## src/common/calib_pkg.sv

```systemverilog
// Shared types and register map for the analog front end, used by scoped name
package calib_pkg;

  //////////////////////////////////////////////////////////////////////////
  // Datapath types
  //////////////////////////////////////////////////////////////////////////

  // Signed sample on both the acquisition and generation side
  typedef logic signed [14-1:0] sample_t;

  // Raw converter word, bits 15 down to 2 of the ADC bus
  typedef logic [14-1:0] adc_raw_t;

  // Gain in signed fixed point, 2 integer bits
  typedef logic signed [16-1:0] gain_t;

  // Fraction bits of gain_t
  localparam int unsigned GAIN_FRAC_BITS = 14;

  // Gain of exactly one
  localparam gain_t GAIN_UNITY = 16'sd16384;

  //////////////////////////////////////////////////////////////////////////
  // Register bus types
  //////////////////////////////////////////////////////////////////////////

  // Wishbone word address
  typedef logic [4-1:0] wb_adr_t;

  // Wishbone data word
  typedef logic [16-1:0] wb_dat_t;

  //////////////////////////////////////////////////////////////////////////
  // Register map
  //////////////////////////////////////////////////////////////////////////

  // Loopback enables, one bit per channel
  localparam wb_adr_t REG_LOOP = 4'd0;

  // Per-channel blocks follow the loopback word
  localparam wb_adr_t     REG_CHN_BASE   = 4'd1;
  localparam int unsigned REG_CHN_STRIDE = 4;

  // Word offsets inside one channel block
  localparam int unsigned REG_ADC_GAIN = 0;
  localparam int unsigned REG_ADC_OFS  = 1;
  localparam int unsigned REG_DAC_GAIN = 2;
  localparam int unsigned REG_DAC_OFS  = 3;

endpackage : calib_pkg
```

## src/common/calib_cfg_if.sv

```systemverilog
// Calibration and loopback settings, driven by the register block, read per channel
`timescale 1ns/100ps

interface calib_cfg_if #(
  // Number of analog channels
  parameter int unsigned CHN_NUM = 2
) ();

  // ADC side gain and offset
  calib_pkg::gain_t   adc_gain [CHN_NUM];
  calib_pkg::sample_t adc_ofs  [CHN_NUM];

  // DAC side gain and offset
  calib_pkg::gain_t   dac_gain [CHN_NUM];
  calib_pkg::sample_t dac_ofs  [CHN_NUM];

  // Digital loopback select per channel
  logic [CHN_NUM-1:0] loop;

  // Register block owns all settings
  modport regs (
    output adc_gain,
    output adc_ofs,
    output dac_gain,
    output dac_ofs,
    output loop
  );

  // Datapath side only reads them
  modport stage (
    input adc_gain,
    input adc_ofs,
    input dac_gain,
    input dac_ofs,
    input loop
  );

endinterface : calib_cfg_if

```

## src/design/analog_top.sv

```systemverilog
// Analog front end top, wires capture, calibration and DAC formatting per channel
`timescale 1ns/100ps

module analog_top #(
  // Number of analog channels, 1 to 3
  parameter int unsigned CHN_NUM = 2
) (
  input  logic                                  adc_clk,
  input  logic                                  top_rst,
  // ADC words
  input  calib_pkg::adc_raw_t                   adc_dat_i [CHN_NUM],
  // Generator samples
  input  calib_pkg::sample_t                    gen_dat_i [CHN_NUM],
  // Acquisition stream
  output calib_pkg::sample_t                    acq_dat_o [CHN_NUM],
  output logic [CHN_NUM-1:0]                    acq_vld_o,
  // DAC codes
  output logic [$bits(calib_pkg::sample_t)-1:0] dac_dat_o [CHN_NUM],
  // Wishbone register port
  input  logic                                  wb_cyc_i,
  input  logic                                  wb_stb_i,
  input  logic                                  wb_we_i,
  input  calib_pkg::wb_adr_t                    wb_adr_i,
  input  calib_pkg::wb_dat_t                    wb_dat_i,
  output calib_pkg::wb_dat_t                    wb_dat_o,
  output logic                                  wb_ack_o
);

  //////////////////////////////////////////////////////////////////////////
  // Settings
  //////////////////////////////////////////////////////////////////////////

  calib_cfg_if #(.CHN_NUM (CHN_NUM)) cfg ();

  calib_regs #(
    .CHN_NUM (CHN_NUM)
  ) i_regs (
    .clk_i    (adc_clk),
    .rst_i    (top_rst),
    .wb_cyc_i (wb_cyc_i),
    .wb_stb_i (wb_stb_i),
    .wb_we_i  (wb_we_i),
    .wb_adr_i (wb_adr_i),
    .wb_dat_i (wb_dat_i),
    .wb_dat_o (wb_dat_o),
    .wb_ack_o (wb_ack_o),
    .cfg      (cfg.regs)
  );

  //////////////////////////////////////////////////////////////////////////
  // Per channel datapath
  //////////////////////////////////////////////////////////////////////////

  for (genvar i = 0; i < CHN_NUM; i++) begin : g_chn

    // Captured ADC stream
    calib_pkg::sample_t cap_dat;
    logic               cap_vld;
    // Calibrated DAC-side sample, also the loopback source
    calib_pkg::sample_t gen_cal;

    adc_capture i_capture (
      .clk_i      (adc_clk),
      .rst_i      (top_rst),
      .raw_i      (adc_dat_i[i]),
      .loop_i     (cfg.loop[i]),
      .loop_dat_i (gen_cal),
      .dat_o      (cap_dat),
      .vld_o      (cap_vld)
    );

    // ADC side calibration
    linear_calib i_adc_calib (
      .clk_i  (adc_clk),
      .rst_i  (top_rst),
      .dat_i  (cap_dat),
      .vld_i  (cap_vld),
      .gain_i (cfg.adc_gain[i]),
      .ofs_i  (cfg.adc_ofs[i]),
      .dat_o  (acq_dat_o[i]),
      .vld_o  (acq_vld_o[i])
    );

    // DAC side calibration, generator runs every cycle
    linear_calib i_dac_calib (
      .clk_i  (adc_clk),
      .rst_i  (top_rst),
      .dat_i  (gen_dat_i[i]),
      .vld_i  (1'b1),
      .gain_i (cfg.dac_gain[i]),
      .ofs_i  (cfg.dac_ofs[i]),
      .dat_o  (gen_cal),
      .vld_o  ()
    );

    dac_format i_dac_format (
      .clk_i (adc_clk),
      .rst_i (top_rst),
      .dat_i (gen_cal),
      .dac_o (dac_dat_o[i])
    );

  end : g_chn

endmodule : analog_top

```

## src/design/dac_format.sv

```systemverilog
// DAC output register, signed sample to offset-binary negative-slope code, one channel
`timescale 1ns/100ps

module dac_format (
  input  logic                                      clk_i,
  input  logic                                      rst_i,
  // Calibrated generator sample
  input  calib_pkg::sample_t                        dat_i,
  // Converter code
  output logic [$bits(calib_pkg::sample_t)-1:0]     dac_o
);

  // Code width follows the sample width
  localparam int DW = $bits(calib_pkg::sample_t);

  // Zero sample maps to MSB low, all other bits high
  localparam logic [DW-1:0] CODE_ZERO = {1'b0, {(DW-1){1'b1}}};

  // Converted code before the output register
  logic [DW-1:0] code;

  // Keep the sign bit, flip the magnitude bits
  assign code = {dat_i[DW-1], ~dat_i[DW-2:0]};

  // Output register, idles at mid scale
  always_ff @(posedge clk_i, posedge rst_i) begin
    if (rst_i) begin
      dac_o <= CODE_ZERO;
    end else begin
      dac_o <= code;
    end
  end

endmodule : dac_format

```

## src/calib/calib_regs.sv

```systemverilog
// Wishbone classic register block with per-channel gains, offsets and loopback bits
`timescale 1ns/100ps

module calib_regs #(
  // Number of analog channels
  parameter int unsigned CHN_NUM = 2
) (
  input  logic               clk_i,
  input  logic               rst_i,
  // Wishbone classic slave
  input  logic               wb_cyc_i,
  input  logic               wb_stb_i,
  input  logic               wb_we_i,
  input  calib_pkg::wb_adr_t wb_adr_i,
  input  calib_pkg::wb_dat_t wb_dat_i,
  output calib_pkg::wb_dat_t wb_dat_o,
  output logic               wb_ack_o,
  // Settings toward the datapath
  calib_cfg_if.regs          cfg
);

  // New bus cycle, seen once per transfer
  logic               req;
  logic               wr_en;

  // Address decode
  logic               hit_loop;
  logic               hit_chn;
  calib_pkg::wb_adr_t rel_adr;
  calib_pkg::wb_adr_t chn_sel;
  calib_pkg::wb_adr_t reg_sel;

  // Read mux result
  calib_pkg::wb_dat_t rd_dat;

  ////////////////////////////////////////////////////////////////////////////
  // Bus handshake
  ////////////////////////////////////////////////////////////////////////////

  // Ack low gates the request, so ack lasts one cycle
  assign req   = wb_cyc_i & wb_stb_i & ~wb_ack_o;
  assign wr_en = req & wb_we_i;

  always_ff @(posedge clk_i, posedge rst_i) begin
    if (rst_i) begin
      wb_ack_o <= 1'b0;
    end else begin
      wb_ack_o <= req;
    end
  end

  ////////////////////////////////////////////////////////////////////////////
  // Address decode
  ////////////////////////////////////////////////////////////////////////////

  always_comb begin
    rel_adr  = wb_adr_i - calib_pkg::REG_CHN_BASE;
    hit_loop = (wb_adr_i == calib_pkg::REG_LOOP);
    // Channel window is CHN_NUM blocks past the base
    hit_chn  = (wb_adr_i >= calib_pkg::REG_CHN_BASE) &&
               (rel_adr < CHN_NUM * calib_pkg::REG_CHN_STRIDE);
    chn_sel  = calib_pkg::wb_adr_t'(rel_adr / calib_pkg::REG_CHN_STRIDE);
    reg_sel  = calib_pkg::wb_adr_t'(rel_adr % calib_pkg::REG_CHN_STRIDE);
  end

  ////////////////////////////////////////////////////////////////////////////
  // Settings storage
  ////////////////////////////////////////////////////////////////////////////

  always_ff @(posedge clk_i, posedge rst_i) begin
    if (rst_i) begin
      // Unity gain, no offset, no loopback
      cfg.loop <= '0;
      for (int i = 0; i < CHN_NUM; i++) begin
        cfg.adc_gain[i] <= calib_pkg::GAIN_UNITY;
        cfg.adc_ofs[i]  <= '0;
        cfg.dac_gain[i] <= calib_pkg::GAIN_UNITY;
        cfg.dac_ofs[i]  <= '0;
      end
    end else if (wr_en) begin
      if (hit_loop) begin
        cfg.loop <= wb_dat_i[CHN_NUM-1:0];
      end
      for (int i = 0; i < CHN_NUM; i++) begin
        if (hit_chn && (chn_sel == i)) begin
          // Offsets keep the low sample bits only
          case (reg_sel)
            calib_pkg::REG_ADC_GAIN: cfg.adc_gain[i] <= calib_pkg::gain_t'(wb_dat_i);
            calib_pkg::REG_ADC_OFS:  cfg.adc_ofs[i]  <= calib_pkg::sample_t'(wb_dat_i);
            calib_pkg::REG_DAC_GAIN: cfg.dac_gain[i] <= calib_pkg::gain_t'(wb_dat_i);
            calib_pkg::REG_DAC_OFS:  cfg.dac_ofs[i]  <= calib_pkg::sample_t'(wb_dat_i);
            default: ;
          endcase
        end
      end
    end
  end

  ////////////////////////////////////////////////////////////////////////////
  // Read path
  ////////////////////////////////////////////////////////////////////////////

  // Unmapped words read zero, narrow words are sign extended
  always_comb begin
    rd_dat = '0;
    if (hit_loop) begin
      rd_dat[CHN_NUM-1:0] = cfg.loop;
    end else if (hit_chn) begin
      for (int i = 0; i < CHN_NUM; i++) begin
        if (chn_sel == i) begin
          case (reg_sel)
            calib_pkg::REG_ADC_GAIN: rd_dat = calib_pkg::wb_dat_t'(cfg.adc_gain[i]);
            calib_pkg::REG_ADC_OFS:  rd_dat = calib_pkg::wb_dat_t'(cfg.adc_ofs[i]);
            calib_pkg::REG_DAC_GAIN: rd_dat = calib_pkg::wb_dat_t'(cfg.dac_gain[i]);
            calib_pkg::REG_DAC_OFS:  rd_dat = calib_pkg::wb_dat_t'(cfg.dac_ofs[i]);
            default: rd_dat = '0;
          endcase
        end
      end
    end
  end

  // Captured with the ack, held while ack is high
  always_ff @(posedge clk_i) begin
    if (req) begin
      wb_dat_o <= rd_dat;
    end
  end

endmodule : calib_regs

```

## src/calib/linear_calib.sv

```systemverilog
// Gain, offset and saturation stage, two registers deep, shared by ADC and DAC paths
`timescale 1ns/100ps

module linear_calib (
  input  logic               clk_i,
  input  logic               rst_i,
  // Input stream
  input  calib_pkg::sample_t dat_i,
  input  logic               vld_i,
  // Settings
  input  calib_pkg::gain_t   gain_i,
  input  calib_pkg::sample_t ofs_i,
  // Calibrated stream
  output calib_pkg::sample_t dat_o,
  output logic               vld_o
);

  // Sample width and full product width
  localparam int DW     = $bits(calib_pkg::sample_t);
  localparam int PROD_W = DW + $bits(calib_pkg::gain_t);

  // Output limits of a signed sample
  localparam int SAT_MAX = (1 <<< (DW - 1)) - 1;
  localparam int SAT_MIN = -(1 <<< (DW - 1));

  // Stage 1 registers
  logic signed [PROD_W-1:0] prod_q;
  calib_pkg::sample_t       ofs_q;
  logic                     vld_q;

  // Scaled product plus offset, one guard bit
  logic signed [PROD_W:0]   sum;

  ////////////////////////////////////////////////////////////////////////////
  // Stage 1, multiply
  ////////////////////////////////////////////////////////////////////////////

  // Offset is sampled with the product so both belong to one sample
  always_ff @(posedge clk_i, posedge rst_i) begin
    if (rst_i) begin
      prod_q <= '0;
      ofs_q  <= '0;
      vld_q  <= 1'b0;
    end else begin
      prod_q <= dat_i * gain_i;
      ofs_q  <= ofs_i;
      vld_q  <= vld_i;
    end
  end

  ////////////////////////////////////////////////////////////////////////////
  // Stage 2, add and clamp
  ////////////////////////////////////////////////////////////////////////////

  // Arithmetic shift drops the gain fraction
  assign sum = (prod_q >>> calib_pkg::GAIN_FRAC_BITS) + ofs_q;

  always_ff @(posedge clk_i, posedge rst_i) begin
    if (rst_i) begin
      dat_o <= '0;
      vld_o <= 1'b0;
    end else begin
      // Clamp to the nearest limit
      if (sum > SAT_MAX) begin
        dat_o <= calib_pkg::sample_t'(SAT_MAX);
      end else if (sum < SAT_MIN) begin
        dat_o <= calib_pkg::sample_t'(SAT_MIN);
      end else begin
        dat_o <= calib_pkg::sample_t'(sum);
      end
      vld_o <= vld_q;
    end
  end

endmodule : linear_calib

```

## src/design/adc_capture.sv

```systemverilog
// ADC input register, offset-binary to signed conversion and loopback select, one channel
`timescale 1ns/100ps

module adc_capture (
  input  logic               clk_i,
  input  logic               rst_i,
  // Raw converter word
  input  calib_pkg::adc_raw_t raw_i,
  // Loopback select and DAC-side sample
  input  logic               loop_i,
  input  calib_pkg::sample_t loop_dat_i,
  // Captured sample stream
  output calib_pkg::sample_t dat_o,
  output logic               vld_o
);

  // Converted ADC sample
  calib_pkg::sample_t adc_smp;
  // Sample picked for the register
  calib_pkg::sample_t sel_smp;

  // Negative slope, so keep MSB and flip the rest
  assign adc_smp = {raw_i[$bits(raw_i)-1], ~raw_i[$bits(raw_i)-2:0]};

  // Loopback replaces the converter sample
  assign sel_smp = loop_i ? loop_dat_i : adc_smp;

  // Input register, single stage
  always_ff @(posedge clk_i) begin
    dat_o <= sel_smp;
  end

  // Stream is free running once out of reset
  always_ff @(posedge clk_i, posedge rst_i) begin
    if (rst_i) begin
      vld_o <= 1'b0;
    end else begin
      vld_o <= 1'b1;
    end
  end

endmodule : adc_capture

```

## config.mk

```make
export PLATFORM = sky130hd
export DESIGN_NAME = analog_top
export DESIGN_NICKNAME = d
export VERILOG_FILES = /design/src/common/calib_pkg.sv /design/src/common/calib_cfg_if.sv /design/src/design/analog_top.sv /design/src/design/dac_format.sv /design/src/calib/calib_regs.sv /design/src/calib/linear_calib.sv /design/src/design/adc_capture.sv
export SDC_FILE = /design/constraint.sdc
export NUM_CORES = 2
export LEC_CHECK = 0
export BUFFER_PORTS_ARGS = -buffer_cell sky130_fd_sc_hd__buf_2
export CORE_MARGIN = 2
export CORE_UTILIZATION = 45
export CTS_BUF_LIST = sky130_fd_sc_hd__clkbuf_8 sky130_fd_sc_hd__clkbuf_16
export DETAILED_ROUTE_END_ITERATION = 7
export PLACE_DENSITY = 0.58
export SKIP_LAST_GASP = 1
export SLEW_MARGIN = 10
export SYNTH_ARGS = -nofsm -noshare
export SYNTH_HDL_FRONTEND = slang
export SYNTH_SLANG_ARGS = --single-unit
```

## constraint.sdc

```tcl
create_clock -name adc_clk -period 32.4 [get_ports adc_clk]
set_clock_uncertainty 0.15 [all_clocks]
set_input_delay 3.24 -clock adc_clk [delete_from_list [all_inputs] [get_ports adc_clk]]
set_output_delay 3.24 -clock adc_clk [all_outputs]
set_load 0.005 [all_outputs]
```

==> metrics.yaml <==
worst_hold_path:
  worstHoldStart: "g_chn[1].i_capture.vld_o"
  whs_path_depth: 0
  min_to: "g_chn[0].i_adc_calib.vld_q"
  hold_path.class: "register to register"
sta:
  layout_min_cycle_time_ps: 8860
  maxClockFrequency_ghz: 0.113
  setup_viol: 0
  worst_slew_pin_slew_ps: 1060
  tns_ps: 0
  finalWorstSetupSlack_ps: 23540
  timing.final.hold_violations: 0
  final_min_period_over_clock_period_pct: 27.3
  slew_headroom_pct: 28.6
  setup_repair_after_global_routing_missed_its_margin: "false"
  hold_ws_ps: 203
  slew_violations: 0
floorplanning:
  coreArea_um2: 105000
  fp-row-count: 119
  die_height_um: 329
  top_level_ports: 156
  floorplan.die_area_um2: 108000
  die_w_um: 329
  initial_utilization_pct: 45.2
setup_path:
  worst-endpoint-required_ps: 32720
  worst_r2r_path_depth: 21
  cp_data_arrival_time_ps: 9180
  worst_r2r_startpoint: "i_regs.cfg.adc_gain[31]"
  setup.reg_to_reg.worst_slack_ps: 24980
  setup.worst_path.end_class: "register"
  crit_start_category: "input pin"
  r2r-end: "g_chn[0].i_adc_calib.prod_q[29]"
  criticalPathCategory: "input pin to register"
  critPathLaunch: "gen_dat_i[16]"
  critPathMaxFanout: 16
route:
  route.detailed.vias_per_inst: 5.13
  route.top_layer_used: "met5"
  wire_per_inst_um: 19.3
  detailedRoute.firstPassIterationCount: 5
  vias_after_detailed_routing: 31800
  detail_route.wirelength.met1_mm: 53.3
  totalWireLength_mm: 119
  drtIter0Drc: 1654
  met3RoutedLength_mm: 5.92
  drc_errors: 0
  ant_nets: 0
  detailroute.wirelength.met2_mm: 57.5
synthesis:
  synth-async-reset-ratio_pct: 88.2
  netlist_top_cells_area: "sky130_fd_sc_hd__fa_1 37%, sky130_fd_sc_hd__dfrtp_1 16%, sky130_fd_sc_hd__ha_1 9.0%"
  syn-num-nets: 5995
  post-synth-top-count-cell: "sky130_fd_sc_hd__inv_1"
  yosys.area.top_type: "sky130_fd_sc_hd__fa_1"
  yosys_register_bits: 374
  synth_largest_type_area_fraction_pct: 36.9
  synthesis.instances: 4696
  postSynthAreaPerCell_um2: 10.1
  yosys-top-cells-count: "1022 x sky130_fd_sc_hd__inv_1, 876 x sky130_fd_sc_hd__fa_1, 464 x sky130_fd_sc_hd__and2_1, 439 x sky130_fd_sc_hd__nand2_1, 342 x sky130_fd_sc_hd__ha_1"
  ys_seq_area_share_pct: 19.6
  yosysWarningCount: 0
  ys_dominant_reg_cell: "sky130_fd_sc_hd__dfrtp_1"
  netlist_area_pre_place_um2: 47600
  synth_edf_count: 16
  synth_cell_types: 82
clock_tree:
  cts_sinks: 374
  cts-resized-gates: 0
  clock-root-buffer: "sky130_fd_sc_hd__clkbuf_16"
  clkSlewWorstSetupHoldPaths_ps: 70
  cts_setup_buffers: 0
  clk_path_buf_depth: 3
  clk_latency_ps: 610
  cts_made_buffers: 42
  tritoncts: "done"
  clock_tree.htree_level_count: 2
  cts.hold.buffers_added: 0
power_and_ir_drop:
  leak_pwr_nw: 26.1
  power.total_mw: 5.08
  vdd.ir_drop.worst_uv: 78.1
  power_density_nw_per_um2: 99.2
finish:
  final_core_utilization_pct: 48.7
  nNetsFinal: 6059
  post_route_non_filler_standard_cell_count: 6188
  final_layout_size_suffix_gt1_share_pct: 9.39
  area.growth.synth_to_final_pct: 7.56
  post-route-cell-area_um2: 51200
grt:
  grt_antenna_before_repair: 11
  track_usage_pct: 23.1
  grt_max_degree: 128
  globalRoute.totalOverflow: 0
  grt_pass1_wl_mm: 194
  grt_pass1_vias: 34300
placed_design:
  placed_cells: 6107
  dpl.hpwl_mm: 95.4
  post-place-ws_ps: 22950
  io_buffers: 155
  final_weighted_congestion_in_routability_driven_placement: 0.858
  postPlaceCellArea_um2: 49700
run:
  maxCapViolations: 0
status:
  run_status: "finished clean"
==> power by group <==
part	leakage [nW]	switching (mW)	total (mW)	internal, mW
Clock	0.745	0.216	0.511	0.295
Sequential	4.49	0.157	0.815	0.658
Combinational	20.9	2.11	3.75	1.64
Total	26.1	2.48	5.08	2.60
==> registers in the layout, indices dropped and copies added, names as in the netlist, 2 cells and up <==
name	cells
g_chn.i_adc_calib.dat_o	28
g_chn.i_adc_calib.ofs_q	28
g_chn.i_adc_calib.prod_q	32
g_chn.i_capture.dat_o	28
g_chn.i_dac_calib.dat_o	28
g_chn.i_dac_calib.ofs_q	28
g_chn.i_dac_calib.prod_q	32
g_chn.i_dac_format.dac_o	28
i_regs.cfg.adc_gain	32
i_regs.cfg.adc_ofs	28
i_regs.cfg.dac_gain	32
i_regs.cfg.dac_ofs	28
i_regs.cfg.loop	2
i_regs.wb_dat_o	16
==> area by class of cell <==
class	instances	area, um^2
Timing Repair Buffer	182	978
Fill cell	9939	54000
Multi-Input combinational cell	3138	33800
Clock inverter	31	378
Inverter	1022	3840
Sequential cell	374	9340
Clock buffer	47	1120
Antenna cell	3	7.51
Tap cell	1391	1740
==> per-layer routing <==
layer	global-route usage [%]	vias up
met3	2.84	138
met4	4.88	2
li1	-	14500
met1	32.3	16400
met2	38.9	713
met5	0	-
==> logic make-up after synthesis <==
family                   count (synthesis)  synth area share, %
flip-flops                             374                 19.6
XOR/XNOR                               146                 2.69
other                                    1              0.00788
adder cells (fa/ha/maj)               1218                 45.9
buffers and inverters                 1184                 9.41
AND/OR/NAND/NOR                       1159                 12.3
AO/OA/AOI/OAI                          464                 6.62
multiplexers                           150                 3.48
==> worst max path at each step <==
stage               slack, ps                              end
floorplan               19920    g_chn[0].i_adc_calib.dat_o[0]
global placement        23030  g_chn[1].i_dac_calib.prod_q[29]
detailed placement      22950  g_chn[0].i_dac_calib.prod_q[29]
CTS                     23580  g_chn[0].i_dac_calib.prod_q[29]
global route            23220  g_chn[1].i_dac_calib.prod_q[29]
finish                  23540  g_chn[0].i_dac_calib.prod_q[29]
==> cell usage in the layout, fill, tap and decap left out, types with 53 or more instances in the layout <==
| master | n |
|---|---|
| sky130_fd_sc_hd__o21ai_0 | 53 |
| sky130_fd_sc_hd__xnor2_1 | 106 |
| sky130_fd_sc_hd__a21oi_1 | 113 |
| sky130_fd_sc_hd__mux2_2 | 124 |
| sky130_fd_sc_hd__a21o_1 | 65 |
| sky130_fd_sc_hd__nor2_1 | 117 |
| sky130_fd_sc_hd__fa_1 | 876 |
| sky130_fd_sc_hd__dfrtp_1 | 300 |
| sky130_fd_sc_hd__ha_1 | 342 |
| sky130_fd_sc_hd__inv_1 | 1025 |
| sky130_fd_sc_hd__and2_1 | 464 |
| sky130_fd_sc_hd__nand2_1 | 439 |
| sky130_fd_sc_hd__buf_2 | 155 |
| sky130_fd_sc_hd__a22oi_1 | 55 |
==> critical path, cell delays in order <==
cell and delay [ps]:
sky130_fd_sc_hd__buf_2 290, sky130_fd_sc_hd__nand2_1 220, sky130_fd_sc_hd__fa_1 580, sky130_fd_sc_hd__inv_1 50, sky130_fd_sc_hd__fa_1 530, sky130_fd_sc_hd__fa_1 450
sky130_fd_sc_hd__fa_1 500, sky130_fd_sc_hd__fa_1 520, sky130_fd_sc_hd__inv_1 60, sky130_fd_sc_hd__fa_1 500, sky130_fd_sc_hd__inv_1 40, sky130_fd_sc_hd__ha_1 330
sky130_fd_sc_hd__nand2_1 110, sky130_fd_sc_hd__o21ai_0 250, sky130_fd_sc_hd__o22ai_1 110, sky130_fd_sc_hd__a31oi_1 510, sky130_fd_sc_hd__a211oi_1 200, sky130_fd_sc_hd__o31ai_1 390
sky130_fd_sc_hd__a21oi_1 140, sky130_fd_sc_hd__xnor2_1 140
Power figures use the tool's default switching activity.
